--- src/uart_consts.svh ---
`ifndef UART_CONSTS_SVH
`define UART_CONSTS_SVH

// Frame format
`define UART_DATA_BITS     10
`define UART_TICKS_PER_BIT 16 // Oversampling ratio

// System clocks between two oversampling ticks
`define UART_CLKS_PER_TICK 4

// Receive buffer entries, must be a power of two
`define RX_FIFO_DEPTH      4

// Register byte offsets
`define REG_RXDATA         0
`define REG_STATUS         4

`endif

--- src/uart_pkg.sv ---
`default_nettype none

`include "uart_consts.svh"

package uart_pkg;

    // One received character
    typedef logic [`UART_DATA_BITS-1:0] rx_word_t;

    // FIFO occupancy, counts 0 up to the full depth
    typedef logic [$clog2(`RX_FIFO_DEPTH):0] fifo_level_t;

    typedef logic [3:0]  axil_addr_t; // Register byte address
    typedef logic [31:0] axil_data_t;

    // Receiver FSM
    typedef enum logic [1:0] {
        RX_IDLE  = 2'b00,
        RX_START = 2'b01,
        RX_DATA  = 2'b10,
        RX_STOP  = 2'b11
    } rx_state_t;

endpackage

`default_nettype wire

--- src/rx_stream_if.sv ---
`timescale 1ns/1ps
`default_nettype none

// Word stream between receive blocks
interface rx_stream_if import uart_pkg::*; ();

    logic     valid;     // Word and flag are meaningful
    logic     ready;     // Sink takes the word this cycle
    rx_word_t word;
    logic     frame_err; // Stop bit was sampled low

    modport source (
        output valid,
        output word,
        output frame_err,
        input  ready
    );

    modport sink (
        input  valid,
        input  word,
        input  frame_err,
        output ready
    );

endinterface

`default_nettype wire

--- src/baud_tick_gen.sv ---
`timescale 1ns/1ps
`default_nettype none

`include "uart_consts.svh"

module baud_tick_gen (
    input  wire  i_clk,
    input  wire  i_reset,
    output logic o_tick // One cycle high per oversampling period
);

    localparam int CNT_W = $clog2(`UART_CLKS_PER_TICK);
    localparam logic [CNT_W-1:0] CNT_MAX = CNT_W'(`UART_CLKS_PER_TICK - 1);

    logic [CNT_W-1:0] cnt;

    always_ff @(posedge i_clk) begin
        if (i_reset) begin
            cnt <= '0;
        end else if (cnt == CNT_MAX) begin
            cnt <= '0; // Wrap
        end else begin
            cnt <= cnt + 1'b1;
        end
    end

    assign o_tick = (cnt == CNT_MAX);

    // Receiver counts ticks, so back-to-back ticks would shorten every bit
    a_tick_single: assert property (
        @(posedge i_clk) disable iff (i_reset)
        o_tick |=> !o_tick
    );

endmodule

`default_nettype wire

--- src/uart_rx.sv ---
`timescale 1ns/1ps
`default_nettype none

`include "uart_consts.svh"

module uart_rx import uart_pkg::*; (
    input  wire         i_clk,
    input  wire         i_reset,
    input  wire         i_rx,     // Serial line, idles high
    input  wire         i_tick,   // Oversampling tick
    rx_stream_if.source o_stream
);

    localparam int TICK_W = $clog2(`UART_TICKS_PER_BIT);
    localparam int BIT_W  = $clog2(`UART_DATA_BITS);

    localparam logic [TICK_W-1:0] MID_TICK  = TICK_W'(`UART_TICKS_PER_BIT / 2 - 1);
    localparam logic [TICK_W-1:0] LAST_TICK = TICK_W'(`UART_TICKS_PER_BIT - 1);
    localparam logic [BIT_W-1:0]  LAST_BIT  = BIT_W'(`UART_DATA_BITS - 1);

    rx_state_t         state, next_state;
    logic [TICK_W-1:0] tick_cnt, next_tick_cnt; // Ticks inside the current bit
    logic [BIT_W-1:0]  bit_cnt, next_bit_cnt;   // Data bits taken so far
    rx_word_t          shift_reg, next_shift_reg;
    logic              done;                    // Stop bit sampled
    logic              valid_q;
    logic              ferr_q;

    always_ff @(posedge i_clk) begin
        if (i_reset) begin
            state    <= RX_IDLE;
            tick_cnt <= '0;
            bit_cnt  <= '0;
            valid_q  <= 1'b0;
        end else begin
            state    <= next_state;
            tick_cnt <= next_tick_cnt;
            bit_cnt  <= next_bit_cnt;
            valid_q  <= done;
        end
    end

    always_ff @(posedge i_clk) begin
        shift_reg <= next_shift_reg;
        if (done) begin
            ferr_q <= ~i_rx; // Low line in the middle of the stop bit
        end
    end

    always_comb begin
        next_state     = state;
        next_tick_cnt  = tick_cnt;
        next_bit_cnt   = bit_cnt;
        next_shift_reg = shift_reg;
        done           = 1'b0;

        case (state)
            RX_IDLE: begin
                if (!i_rx) begin // Falling edge of the start bit
                    next_state    = RX_START;
                    next_tick_cnt = '0;
                end
            end
            RX_START: begin
                if (i_tick) begin
                    if (tick_cnt == MID_TICK) begin
                        next_tick_cnt = '0;
                        next_bit_cnt  = '0;
                        // Line back high means it was only a glitch
                        next_state    = i_rx ? RX_IDLE : RX_DATA;
                    end else begin
                        next_tick_cnt = tick_cnt + 1'b1;
                    end
                end
            end
            RX_DATA: begin
                if (i_tick) begin
                    if (tick_cnt == LAST_TICK) begin
                        next_tick_cnt  = '0;
                        next_shift_reg = {i_rx, shift_reg[`UART_DATA_BITS-1:1]}; // LSB first
                        if (bit_cnt == LAST_BIT) begin
                            next_state = RX_STOP;
                        end else begin
                            next_bit_cnt = bit_cnt + 1'b1;
                        end
                    end else begin
                        next_tick_cnt = tick_cnt + 1'b1;
                    end
                end
            end
            RX_STOP: begin
                if (i_tick) begin
                    if (tick_cnt == LAST_TICK) begin
                        next_state = RX_IDLE;
                        done       = 1'b1;
                    end else begin
                        next_tick_cnt = tick_cnt + 1'b1;
                    end
                end
            end
            default: next_state = RX_IDLE;
        endcase
    end

    // Ready is not looked at, the FIFO flags any drop itself
    assign o_stream.valid     = valid_q;
    assign o_stream.word      = shift_reg;
    assign o_stream.frame_err = ferr_q;

    a_valid_pulse: assert property (
        @(posedge i_clk) disable iff (i_reset)
        o_stream.valid |=> !o_stream.valid
    );

endmodule

`default_nettype wire

--- src/rx_fifo.sv ---
`timescale 1ns/1ps
`default_nettype none

`include "uart_consts.svh"

module rx_fifo import uart_pkg::*; (
    input  wire         i_clk,
    input  wire         i_reset,
    rx_stream_if.sink   i_push,     // Words from the receiver
    rx_stream_if.source o_pop,      // Head word towards the register slave
    output fifo_level_t o_level,
    output logic        o_full,
    output logic        o_overflow  // Word dropped this cycle
);

    localparam int AW = $clog2(`RX_FIFO_DEPTH);
    localparam fifo_level_t DEPTH = fifo_level_t'(`RX_FIFO_DEPTH);

    logic [`UART_DATA_BITS:0] mem [`RX_FIFO_DEPTH]; // Framing flag on top of the word
    logic [AW-1:0]            wr_ptr;
    logic [AW-1:0]            rd_ptr;
    fifo_level_t              count;
    logic                     push;
    logic                     pop;

    assign o_full       = (count == DEPTH);
    assign i_push.ready = ~o_full;
    assign push         = i_push.valid & i_push.ready;
    assign o_overflow   = i_push.valid & o_full;

    assign o_pop.valid = (count != '0);
    assign pop         = o_pop.valid & o_pop.ready;
    assign {o_pop.frame_err, o_pop.word} = mem[rd_ptr]; // Head entry
    assign o_level     = count;

    always_ff @(posedge i_clk) begin
        if (push) begin
            mem[wr_ptr] <= {i_push.frame_err, i_push.word};
        end
    end

    // Pointers wrap on their own since the depth is a power of two
    always_ff @(posedge i_clk) begin
        if (i_reset) begin
            wr_ptr <= '0;
            rd_ptr <= '0;
            count  <= '0;
        end else begin
            if (push) begin
                wr_ptr <= wr_ptr + 1'b1;
            end
            if (pop) begin
                rd_ptr <= rd_ptr + 1'b1;
            end
            case ({push, pop})
                2'b10:   count <= count + 1'b1;
                2'b01:   count <= count - 1'b1;
                default: count <= count; // Idle or both at once
            endcase
        end
    end

    // The slave may only pop a word that is there
    a_no_empty_pop: assert property (
        @(posedge i_clk) disable iff (i_reset)
        o_pop.ready |-> o_pop.valid
    );

    a_level_bound: assert property (
        @(posedge i_clk) disable iff (i_reset)
        count <= DEPTH
    );

endmodule

`default_nettype wire

--- src/axil_rx_regs.sv ---
`timescale 1ns/1ps
`default_nettype none

`include "uart_consts.svh"

module axil_rx_regs import uart_pkg::*; (
    input  wire              i_clk,
    input  wire              i_reset,
    // Write address
    input  wire              i_awvalid,
    output logic             o_awready,
    input  wire axil_addr_t  i_awaddr,
    // Write data
    input  wire              i_wvalid,
    output logic             o_wready,
    input  wire axil_data_t  i_wdata,
    // Write response
    output logic             o_bvalid,
    input  wire              i_bready,
    output logic [1:0]       o_bresp,
    // Read address
    input  wire              i_arvalid,
    output logic             o_arready,
    input  wire axil_addr_t  i_araddr,
    // Read data
    output logic             o_rvalid,
    input  wire              i_rready,
    output axil_data_t       o_rdata,
    output logic [1:0]       o_rresp,
    // Receive buffer side
    rx_stream_if.sink        i_rx_words,
    input  wire fifo_level_t i_level,
    input  wire              i_full,
    input  wire              i_overflow
);

    localparam axil_addr_t ADDR_RXDATA = axil_addr_t'(`REG_RXDATA);
    localparam axil_addr_t ADDR_STATUS = axil_addr_t'(`REG_STATUS);
    localparam logic [1:0] RESP_OKAY   = 2'b00;
    localparam logic [1:0] RESP_SLVERR = 2'b10;

    logic       rd_hs;
    logic       wr_hs;
    logic       pop;
    logic       ovf_sticky;
    logic       ferr_sticky;
    logic       clr_ovf;
    logic       clr_ferr;
    axil_data_t rd_word;
    logic [1:0] rd_resp;

    // Read side, one outstanding response
    assign o_arready = ~o_rvalid;
    assign rd_hs     = i_arvalid & o_arready;
    assign pop       = rd_hs & (i_araddr == ADDR_RXDATA) & i_rx_words.valid;
    assign i_rx_words.ready = pop;

    always_comb begin
        rd_word = '0;
        rd_resp = RESP_OKAY;
        case (i_araddr)
            ADDR_RXDATA: begin
                if (i_rx_words.valid) begin // Empty FIFO reads as zero
                    rd_word     = axil_data_t'(i_rx_words.word);
                    rd_word[31] = i_rx_words.frame_err;
                end
            end
            ADDR_STATUS: begin
                rd_word = axil_data_t'({i_level, ferr_sticky, ovf_sticky,
                                        i_full, i_rx_words.valid});
            end
            default: rd_resp = RESP_SLVERR;
        endcase
    end

    always_ff @(posedge i_clk) begin
        if (i_reset) begin
            o_rvalid <= 1'b0;
        end else if (rd_hs) begin
            o_rvalid <= 1'b1;
        end else if (i_rready) begin
            o_rvalid <= 1'b0;
        end
    end

    always_ff @(posedge i_clk) begin
        if (rd_hs) begin
            o_rdata <= rd_word;
            o_rresp <= rd_resp;
        end
    end

    // Write side takes address and data in the same cycle
    assign wr_hs     = i_awvalid & i_wvalid & ~o_bvalid;
    assign o_awready = wr_hs;
    assign o_wready  = wr_hs;
    assign o_bresp   = RESP_OKAY;

    assign clr_ovf  = wr_hs & (i_awaddr == ADDR_STATUS) & i_wdata[2]; // Write one to clear
    assign clr_ferr = wr_hs & (i_awaddr == ADDR_STATUS) & i_wdata[3];

    always_ff @(posedge i_clk) begin
        if (i_reset) begin
            o_bvalid    <= 1'b0;
            ovf_sticky  <= 1'b0;
            ferr_sticky <= 1'b0;
        end else begin
            if (wr_hs) begin
                o_bvalid <= 1'b1;
            end else if (i_bready) begin
                o_bvalid <= 1'b0;
            end
            // A new event wins over a clear in the same cycle
            if (i_overflow) begin
                ovf_sticky <= 1'b1;
            end else if (clr_ovf) begin
                ovf_sticky <= 1'b0;
            end
            if (pop && i_rx_words.frame_err) begin
                ferr_sticky <= 1'b1;
            end else if (clr_ferr) begin
                ferr_sticky <= 1'b0;
            end
        end
    end

    a_rdata_hold: assert property (
        @(posedge i_clk) disable iff (i_reset)
        o_rvalid && !i_rready |=> o_rvalid && $stable(o_rdata)
    );

endmodule

`default_nettype wire

--- src/uart_rx_top.sv ---
`timescale 1ns/1ps
`default_nettype none

module uart_rx_top import uart_pkg::*; (
    input  wire             i_clk,
    input  wire             i_reset,
    input  wire             i_rx,
    // AXI4-Lite slave
    input  wire             i_awvalid,
    output logic            o_awready,
    input  wire axil_addr_t i_awaddr,
    input  wire             i_wvalid,
    output logic            o_wready,
    input  wire axil_data_t i_wdata,
    output logic            o_bvalid,
    input  wire             i_bready,
    output logic [1:0]      o_bresp,
    input  wire             i_arvalid,
    output logic            o_arready,
    input  wire axil_addr_t i_araddr,
    output logic            o_rvalid,
    input  wire             i_rready,
    output axil_data_t      o_rdata,
    output logic [1:0]      o_rresp
);

    logic        tick;
    fifo_level_t level;
    logic        full;
    logic        overflow;

    rx_stream_if rx_link ();   // Receiver into the FIFO
    rx_stream_if fifo_link (); // FIFO head to the register slave

    baud_tick_gen u_tick (
        .i_clk   (i_clk),
        .i_reset (i_reset),
        .o_tick  (tick)
    );

    uart_rx u_rx (
        .i_clk    (i_clk),
        .i_reset  (i_reset),
        .i_rx     (i_rx),
        .i_tick   (tick),
        .o_stream (rx_link)
    );

    rx_fifo u_fifo (
        .i_clk      (i_clk),
        .i_reset    (i_reset),
        .i_push     (rx_link),
        .o_pop      (fifo_link),
        .o_level    (level),
        .o_full     (full),
        .o_overflow (overflow)
    );

    axil_rx_regs u_regs (
        .i_clk      (i_clk),
        .i_reset    (i_reset),
        .i_awvalid  (i_awvalid),
        .o_awready  (o_awready),
        .i_awaddr   (i_awaddr),
        .i_wvalid   (i_wvalid),
        .o_wready   (o_wready),
        .i_wdata    (i_wdata),
        .o_bvalid   (o_bvalid),
        .i_bready   (i_bready),
        .o_bresp    (o_bresp),
        .i_arvalid  (i_arvalid),
        .o_arready  (o_arready),
        .i_araddr   (i_araddr),
        .o_rvalid   (o_rvalid),
        .i_rready   (i_rready),
        .o_rdata    (o_rdata),
        .o_rresp    (o_rresp),
        .i_rx_words (fifo_link),
        .i_level    (level),
        .i_full     (full),
        .i_overflow (overflow)
    );

endmodule

`default_nettype wire

--- config.mk ---
export PLATFORM = sky130hd
export DESIGN_NAME = uart_rx_top
export DESIGN_NICKNAME = d
export VERILOG_FILES = /design/src/uart_pkg.sv /design/src/rx_stream_if.sv /design/src/baud_tick_gen.sv /design/src/uart_rx.sv /design/src/rx_fifo.sv /design/src/axil_rx_regs.sv /design/src/uart_rx_top.sv
export VERILOG_INCLUDE_DIRS = /design/src /design/src/src
export SDC_FILE = /design/constraint.sdc
export NUM_CORES = 1
export LEC_CHECK = 0
export ABC_AREA = 1
export BUFFER_PORTS_ARGS = -buffer_cell sky130_fd_sc_hd__buf_4
export CAP_MARGIN = 20
export CORE_UTILIZATION = 55
export CTS_BUF_LIST = sky130_fd_sc_hd__clkbuf_4 sky130_fd_sc_hd__clkbuf_8 sky130_fd_sc_hd__clkbuf_16
export CTS_CLUSTER_DIAMETER = 80
export CTS_CLUSTER_SIZE = 10
export DETAILED_ROUTE_END_ITERATION = 8
export PLACE_DENSITY = 0.88
export SYNTH_ARGS = -nofsm -noshare
export SYNTH_HDL_FRONTEND = slang
export SYNTH_SLANG_ARGS = --single-unit
export TNS_END_PERCENT = 50
--- constraint.sdc ---
create_clock -name i_clk -period 4.5 [get_ports i_clk]
set_input_delay 0.675 -clock i_clk [delete_from_list [all_inputs] [get_ports i_clk]]
set_output_delay 0.675 -clock i_clk [all_outputs]
set_load 0.01 [all_outputs]
* After elaboration in Yosys (flattened, before gate mapping)
Memory sizes are Yosys's and may differ from the RTL's. A register that Yosys moved wholly into a read port is not among the register bits.
Cells that the tools add are included.
** Storage, ports and cells
- Flip-flop bits (word level) :: 69
- Memory bits (writable) :: 44
- Bits of input ports :: 48
- Output and inout port bits :: 41
- Word-level logic and storage cells :: 120
- Memories kept :: 1
** Operators by class
- Add/subtract/negate cells :: 7
- Equal/unequal tests :: 22
- Muxes and demuxes :: 43
- Bitwise gates (word level) :: 15
- Reductions and logical operators :: 16
** Memory list
- u_fifo.mem :: words 4, width 11, rd ports 1, clocked after memory_dff 1, wr ports 1, line rx_fifo.sv:19 : logic [`UART_DATA_BITS:0] mem [`RX_FIFO_DEPTH];
** Operators with widths (number)
- 32-bit case mux with 2 select lines :: 1
- 4-bit 2-to-1 mux :: 12
- 32-bit 2-to-1 mux :: 1
- 2-bit 2-to-1 mux :: 12
- 4-bit case mux with 4 select lines :: 1
- 1-bit 2-to-1 mux :: 13
- 4-bit by 3-bit == test with 1-bit output (second input constant) :: 3
- 2-bit inequality test (second input constant) :: 6
- 2-bit nonzero test :: 6
- 1-bit AND :: 11
- 4-bit by 1-bit adder with 4-bit output (second input constant) :: 2
- 2-bit == test (second input constant) :: 4
- 4-bit == test (second input constant) :: 2
- 2-bit by 1-bit inequality test with 1-bit output (second input constant) :: 4
- 2-bit case mux with 4 select lines :: 1
- 4-bit case mux with 2 select lines :: 1
- 8-bit AND reduction :: 1
- 2-bit by 1-bit adder with 2-bit output (second input constant) :: 3
- 3-bit case mux with 2 select lines :: 1
- 6-bit AND reduction :: 1
- 5-bit AND reduction :: 1
- 2-bit by 1-bit == test with 1-bit output (second input constant) :: 2
- 4-bit zero test :: 1
- 1-bit NOT :: 4
- 8 further kinds :: 9

* Depth between registers and ports, before layout
Gate-level depths: netlist of run 1.
- Depth after elaboration :: 7
- Mapped depth :: 12
- Mapped depth without buffers :: 12

* Hierarchy
A second synthesis of run 1 with hierarchy kept.
** Unflattened totals
- Cell total of the unflattened synthesis :: 410
- Area, all modules :: 4187.8 um^2
** By module, submodules not included
- rx_fifo :: times used 1, cells an instance 178, area an instance 2135.8 um^2, sequential area each 1501.4 um^2
- uart_rx :: times used 1, cells an instance 119, area an instance 1029.7 um^2, sequential area each 550.5 um^2
- axil_rx_regs :: times used 1, cells an instance 104, area an instance 947.2 um^2, sequential area each 440.4 um^2
- baud_tick_gen :: times used 1, cells an instance 9, area an instance 75.1 um^2, sequential area each 40.0 um^2

* Worst setup path before layout of run 1
No wires, ideal clock.
- Kind :: input port to flip-flop
- From :: in i_araddr[1]
- To :: reg u_fifo.count[2] (netlist: u_fifo.o_level[2])
- Library setup time :: 0.122 ns
- Arrival :: 2.191 ns
- Required time :: 4.378 ns
- Path slack :: 2.187 ns
- Cell stages on the path :: 12
- Path buffers :: 0
- Path through :: nor2_2 nand2_2 nor2_1 nand2_2 nor2_4 ha_1 inv_1 fa_1 a21oi_1 o21ai_0 o21ai_0 a21oi_1
** On the way
- Cells in the longest elaborated chain, start to end :: 6
- Elaborated cells on any way between the ends :: 8
- Classes of those cells :: eq/ne: 2; mux: 1; bitwise: 3; reduce/logical: 2
** RTL lines
- from (decl) :: line uart_rx_top.sv:20 : input wire axil_addr_t i_araddr,
- 4-bit zero test (*) :: line axil_rx_regs.sv:55 : assign pop = rd_hs & (i_araddr == ADDR_RXDATA) & i_rx_words.valid;
- 1-bit AND (*) (2 in series) :: line axil_rx_regs.sv:55
- 1-bit AND (*) :: line rx_fifo.sv:32 : assign pop = o_pop.valid & o_pop.ready;
- net u_fifo.pop :: line rx_fifo.sv:24 : logic pop;
- 2-bit by 1-bit == test with 1-bit output or 2-bit == test (tied branches) :: line rx_fifo.sv:55 : case ({push, pop})
- 3-bit case mux with 2 select lines or 2-bit nonzero test (tied branches)
- to (signal assigned) :: line rx_fifo.sv:56 : 2'b10: count <= count + 1'b1;
- to (signal assigned) :: line rx_fifo.sv:57 : 2'b01: count <= count - 1'b1;
- to (signal assigned) :: line rx_fifo.sv:58 : default: count <= count;
- to (decl) :: line rx_fifo.sv:22 : fifo_level_t count;
Mark *: on every way through the listed nets, which the timed path passes. The rest lies on a longest branch.
A chain may end at the register's enable or synchronous reset.

* Worst setup path in the final report of run 1
Ends and elaborated chain as after synthesis.

==> results of run 1 <==
==> sequential cells by signal, summed over array words and instances (netlist names), 2 cells and up, named ones only <==
signal              flops
u_tick.cnt              2
u_fifo.wr_ptr           2
u_rx.o_stream.word     10
u_fifo.mem             44
u_fifo.rd_ptr           2
u_regs.o_rdata         11
u_rx.tick_cnt           4
u_rx.bit_cnt            4
u_fifo.o_level          3
==> placed cells by master (no fill, tap or decap), types with 2 or more instances in the layout <==
cell type and instances:
edfxtp_1 67, nor2_1 56, nand2_1 41, inv_1 35, buf_4 35, dfxtp_1 26, o21ai_0 24, conb_1 24
a21oi_1 21, nand3_1 13, o21ai_1 11, clkbuf_8 11, ha_1 9, o22ai_1 7, nand2_2 6, inv_2 6
nor2_2 3, xor2_1 3, nor3_1 3, a21oi_2 3, nor2_4 2, a22oi_1 2, o21bai_1 2, nand3_2 2
clkbuf_4 2
==> cell type report <==
type | instances | area share, %
multi-input combinational | 238 | 27.02
timing repair buffer | 35 | 5.856
tap | 96 | 2.677
inverter | 41 | 3.430
clock buffer | 14 | 4.267
sequential | 93 | 56.44
clock inverter | 2 | 0.3067
==> cells by family after synthesis <==
group	synth area share, %
AO/OA/AOI/OAI	10.06
flip-flops	62.82
other	0.09302
AND/OR/NAND/NOR	13.84
buffers and inverters	9.249
XOR/XNOR	0.6519
adder cells (fa/ha/maj)	3.290
==> routing by layer <==
| layer | share of wire [%] | GRT usage (%) |
|---|---|---|
| met1 | 40 | 23.19 |
| met4 | 2.5 | 12.07 |
| met2 | 52 | 37.43 |
| met5 | 0 | 0 |
| met3 | 5.8 | 4.336 |
==> report_power, final <==
part	leakage [nW]	switching [mW]	internal (mW)
combinational	0.798	0.172	0.0986
sequential	0.824	0.0335	0.943
clock	0.109	0.265	0.278
total	1.73	0.470	1.32
==> worst max-delay path, stage by stage <==
cell and delay, ns:
buf_4 0.11, nor2_2 0.14, nand2_2 0.10, nor2_1 0.12
nand2_2 0.15, nor2_4 0.18, ha_1 0.17, inv_1 0.06
fa_1 0.37, a21oi_1 0.14, o21ai_0 0.11, o21ai_0 0.15
a21oi_1 0.05
==> worst min-delay path by stage <==
stage / cells after the start / startpoint / slack [ns] / endpoint
finish: 1 / u_tick.cnt[0] / 0.45 / u_tick.cnt[0]
global placement: 1 / u_tick.cnt[0] / 0.42 / u_tick.cnt[0]
floorplan: 1 / u_tick.cnt[0] / 0.41 / u_tick.cnt[0]
detailed placement: 1 / u_tick.cnt[0] / 0.45 / u_tick.cnt[0]
global route: 1 / u_tick.cnt[0] / 0.48 / u_tick.cnt[0]
CTS: 1 / u_tick.cnt[0] / 0.46 / u_tick.cnt[0]
==> results.sh, run 1 <==
export IMPL_p_leak_nw=1.730
export IMPL_syn_avg_cell_area_sq_um=10.55
export IMPL_cts_hold_fix_buffers=0
export IMPL_r2r_cells=12
export IMPL_drc=0
export IMPL_grtUsageTotal_pct=20.93
export IMPL_fin_tns_setup_ns=0
export IMPL_io_pins=89
export IMPL_drv_cap=0
export IMPL_rsz0062_at_grt="no"
export IMPL_synth_flop_cell="edfxtp_1"
export IMPL_clkTransAtPathRegs_ns=0.08
export IMPL_design_area_sq_mm=0.004487
export IMPL_antenna_found_initial=0
export IMPL_rows=30
export IMPL_grt_pass1_wl_mm=11.78
export IMPL_yosys_top_cells_area="edfxtp_1 (50%), dfxtp_1 (13%), nor2_1 (5.2%)"
export IMPL_fin_crit_ns=2.285
export IMPL_ys_seq_area_share_pct=62.82
export IMPL_ant_nets=0
export IMPL_diodes=0
export IMPL_gp_congestion=0.8695
export IMPL_post_cts_setup_buffers=0
export IMPL_crit_end="u_fifo.o_level[2]"
export IMPL_status="finished clean"
export IMPL_die_h_um=87.62
export IMPL_cts_sinks=93
export IMPL_fillCellCount=519
export IMPL_start_util_pct=58.05
export IMPL_utilization_pct=64.61
export IMPL_ctsLongestPathBuffers=2
export IMPL_port_buffers=34
export IMPL_ir_drop_mv=0.3005
export IMPL_crit_type="primary input to flip-flop"
export IMPL_num_vias=2659
export IMPL_ff_latch_area_sq_mm=0.002532
export IMPL_cts_buffers=9
export IMPL_setup_ws_ns=2.215
export IMPL_yosys_warnings=0
export IMPL_instances_no_fill=519
export IMPL_total_power_mw=1.788
export IMPL_placed_cells=502
export IMPL_grt_overflow_total=0
export IMPL_worst_pin_slew_ns=1.060
export IMPL_grt_start_max_net_pins=24
export IMPL_avgViaCountPerCell=5.123
export IMPL_finalNetCount=476
export IMPL_endpoint_kind="flip-flop"
export IMPL_start_kind="primary input"
export IMPL_dp_slack_ns=1.844
export IMPL_synth_top_area_share_pct=49.91
export IMPL_cellPowerDensity_mw_per_mm2=398.6
export IMPL_clock_latency_ns=0.35
export IMPL_synth_top_cell_by_area="edfxtp_1"
export IMPL_dr_first_iter_drc_count=213
export IMPL_area_growth_syn_to_layout_pct=11.30
export IMPL_multi_input_area_sq_mm=0.001212
export IMPL_synth_edff_count=67
export IMPL_place_area_sq_mm=0.004274
export IMPL_core_sq_mm=0.006944
export IMPL_synth_area_sq_mm=0.004031
export IMPL_post_drt_wl_per_cell_um=13.91
export IMPL_drive_gt1_share_pct=17.26
export IMPL_finalHoldViolCount=0
export IMPL_ys_top_cells_by_count="edfxtp_1 (67), nor2_1 (56), nand2_1 (41)"
export IMPL_r2r_end="u_fifo.o_level[2]"
export IMPL_synth_most_common_cell="edfxtp_1"
export IMPL_grt_pass1_vias=2670
export IMPL_r2r_start="u_fifo.o_level[0]"
export IMPL_critPathArrivalTime_ns=2.53
export IMPL_max_freq_mhz=437.7
export IMPL_drtPass1Iterations=4
export IMPL_synth_distinct_cells=31
export IMPL_post_cts_resized=0
export IMPL_htree_levels=3
export IMPL_async_reset_ff_share_pct=0
export IMPL_clock_skew_ns=0.01330
export IMPL_synth_cells=382
export IMPL_cts_root_buf="clkbuf_8"
export IMPL_wirelength_mm=7.221
export IMPL_die_x_um=87.62
export IMPL_critical_path_startpoint="i_araddr[1]"
export IMPL_setup_viol=0
export IMPL_r2r_setup_slack_ns=2.27
export IMPL_slew_headroom_pct=29.04
export IMPL_hold_class="flip-flop to flip-flop"
export IMPL_holdWs_ns=0.4507
export IMPL_dp_hpwl_mm=5.038
export IMPL_cts_tree="yes"
export IMPL_synth_seq_cells=93
export IMPL_finalCritPeriodShare_pct=50.77
export IMPL_cp_max_fo=6
export IMPL_drv_slew=0
export IMPL_die_area_sq_mm=0.007676
export IMPL_required_ns=4.74
No activity file was read; power rests on OpenSTA's default activity.
==> inputs of run 2 (changes only) <==
CORE_UTILIZATION = 49   (was 55)
PLACE_DENSITY = 0.83   (was 0.88)
clock period = 1.9 ns   (was 4.5 ns; I/O delays follow)
==> results.sh, run 2 (synthesis results as in run 1) <==
export IMPL_status="finished clean"
export IMPL_diodes=0
export IMPL_ir_drop_mv=0.4203
export IMPL_die_x_um=92.71
export IMPL_top_register="u_fifo.mem"
export IMPL_ctsLongestPathBuffers=2
export IMPL_finalNetCount=489
export IMPL_area_growth_syn_to_layout_pct=14.80
export IMPL_finalHoldViolCount=0
export IMPL_endpoint_kind="flip-flop"
export IMPL_clock_skew_ns=0.01166
export IMPL_wirelength_mm=7.287
export IMPL_drv_cap=0
export IMPL_fin_tns_setup_ns=0
export IMPL_cts_tree="yes"
export IMPL_fin_crit_ns=1.825
export IMPL_crit_type="flip-flop to flip-flop"
export IMPL_critPathArrivalTime_ns=2.08
export IMPL_r2r_cells=12
export IMPL_grt_pass1_wl_mm=12.15
export IMPL_grt_start_max_net_pins=24
export IMPL_cts_buffers=9
export IMPL_die_area_sq_mm=0.008594
export IMPL_avgViaCountPerCell=5.033
export IMPL_cts_sinks=93
export IMPL_rows=32
export IMPL_gp_congestion=0.9068
export IMPL_p_leak_nw=1.784
export IMPL_cts_hold_fix_buffers=0
export IMPL_cp_max_fo=3
export IMPL_design_area_sq_mm=0.004628
export IMPL_drv_slew=0
export IMPL_grtUsageTotal_pct=18.71
export IMPL_layout_commonest_cell="edfxtp_1"
export IMPL_place_area_sq_mm=0.004384
export IMPL_cellPowerDensity_mw_per_mm2=901.7
export IMPL_post_drt_wl_per_cell_um=13.54
export IMPL_ant_nets=0
export IMPL_die_h_um=92.71
export IMPL_clkTransAtPathRegs_ns=0.10
export IMPL_drc=0
export IMPL_largest_reg_flops=44
export IMPL_hold_class="primary input to flip-flop"
export IMPL_grt_pass1_vias=2595
export IMPL_setup_ws_ns=0.07464
export IMPL_start_kind="flip-flop"
export IMPL_dr_first_iter_drc_count=177
export IMPL_max_freq_mhz=547.8
export IMPL_dp_hpwl_mm=5.113
export IMPL_clock_latency_ns=0.36
export IMPL_holdWs_ns=0.1341
export IMPL_cts_root_buf="clkbuf_8"
export IMPL_finalCritPeriodShare_pct=96.07
export IMPL_antenna_found_initial=0
export IMPL_total_power_mw=4.173
export IMPL_setup_viol=0
export IMPL_required_ns=2.16
export IMPL_grt_overflow_total=0
export IMPL_drtPass1Iterations=4
export IMPL_port_buffers=34
export IMPL_num_vias=2708
export IMPL_start_util_pct=51.37
export IMPL_core_sq_mm=0.007848
export IMPL_htree_levels=3
export IMPL_hold_depth=1
export IMPL_layout_common_cells="edfxtp_1 (67), nor2_1 (53), buf_4 (48), nand2_1 (39), inv_1 (31)"
export IMPL_io_pins=89
export IMPL_drive_gt1_share_pct=22.94
export IMPL_dp_slack_ns=-0.1605
## run 2: path summary, 6_finish.rpt
check | start | slack (ns) | endpoint
hold reg to reg | u_tick.cnt[0] | 0.44 | u_tick.cnt[0]
hold / removal | i_rx | 0.13 | u_rx.o_stream.word[9]
setup reg to reg | u_fifo.o_level[1] | 0.07 | u_fifo.o_level[2]
setup / recovery | u_fifo.o_level[1] | 0.07 | u_fifo.o_level[2]
## run 2: area by class of cell
class	count	area, sq um
timing repair buffer	48	360.3
inverter	41	153.9
clock inverter	7	60.06
tap	102	127.6
multi-input combinational	238	1262
sequential	93	2540
fill	608	3219
clock buffer	9	123.9
## run 2: per-layer routing
metal | track usage [%] | vias to the layer above | share of wire, %
li1 | - | 1335 | -
met1 | 22.25 | 1287 | 42
met2 | 32.22 | 78 | 52
met3 | 4.516 | 8 | 4.4
met4 | 8.205 | 0 | 1.6
met5 | 0 | - | 0
## run 2: critical path, cell delays in order, from the launching register on
cell and delay (ns):
dfxtp_4 0.37, nor2_4 0.13, inv_2 0.05, nor2_4 0.11
inv_2 0.06, nand2_4 0.07, ha_4 0.13, inv_2 0.04
fa_2 0.37, a21oi_2 0.14, o21ai_2 0.07, o21ai_1 0.13
a21oi_1 0.06
## run 2: metrics by stage
stage,cells,util [%]
after global placement,521,55.87
after CTS,537,58.29
final,538,58.98
after global routing,538,58.98
after floorplan,405,-
after detailed placement,521,55.87
## run 2: where the power goes
part / total, mW / switching (mW) / leakage [nW] / internal (mW)
logic: 0.646 / 0.412 / 0.868 / 0.235
clock network: 1.22 / 0.721 / 0.0909 / 0.495
registers: 2.31 / 0.0814 / 0.826 / 2.23
## run 2: repair_timing
item	CTS	global route
endpoints found under the setup margin	1	1
hold endpoints to repair	0	0
setup buffers	0	1
pin swaps	0	6
gates resized for setup	3	16
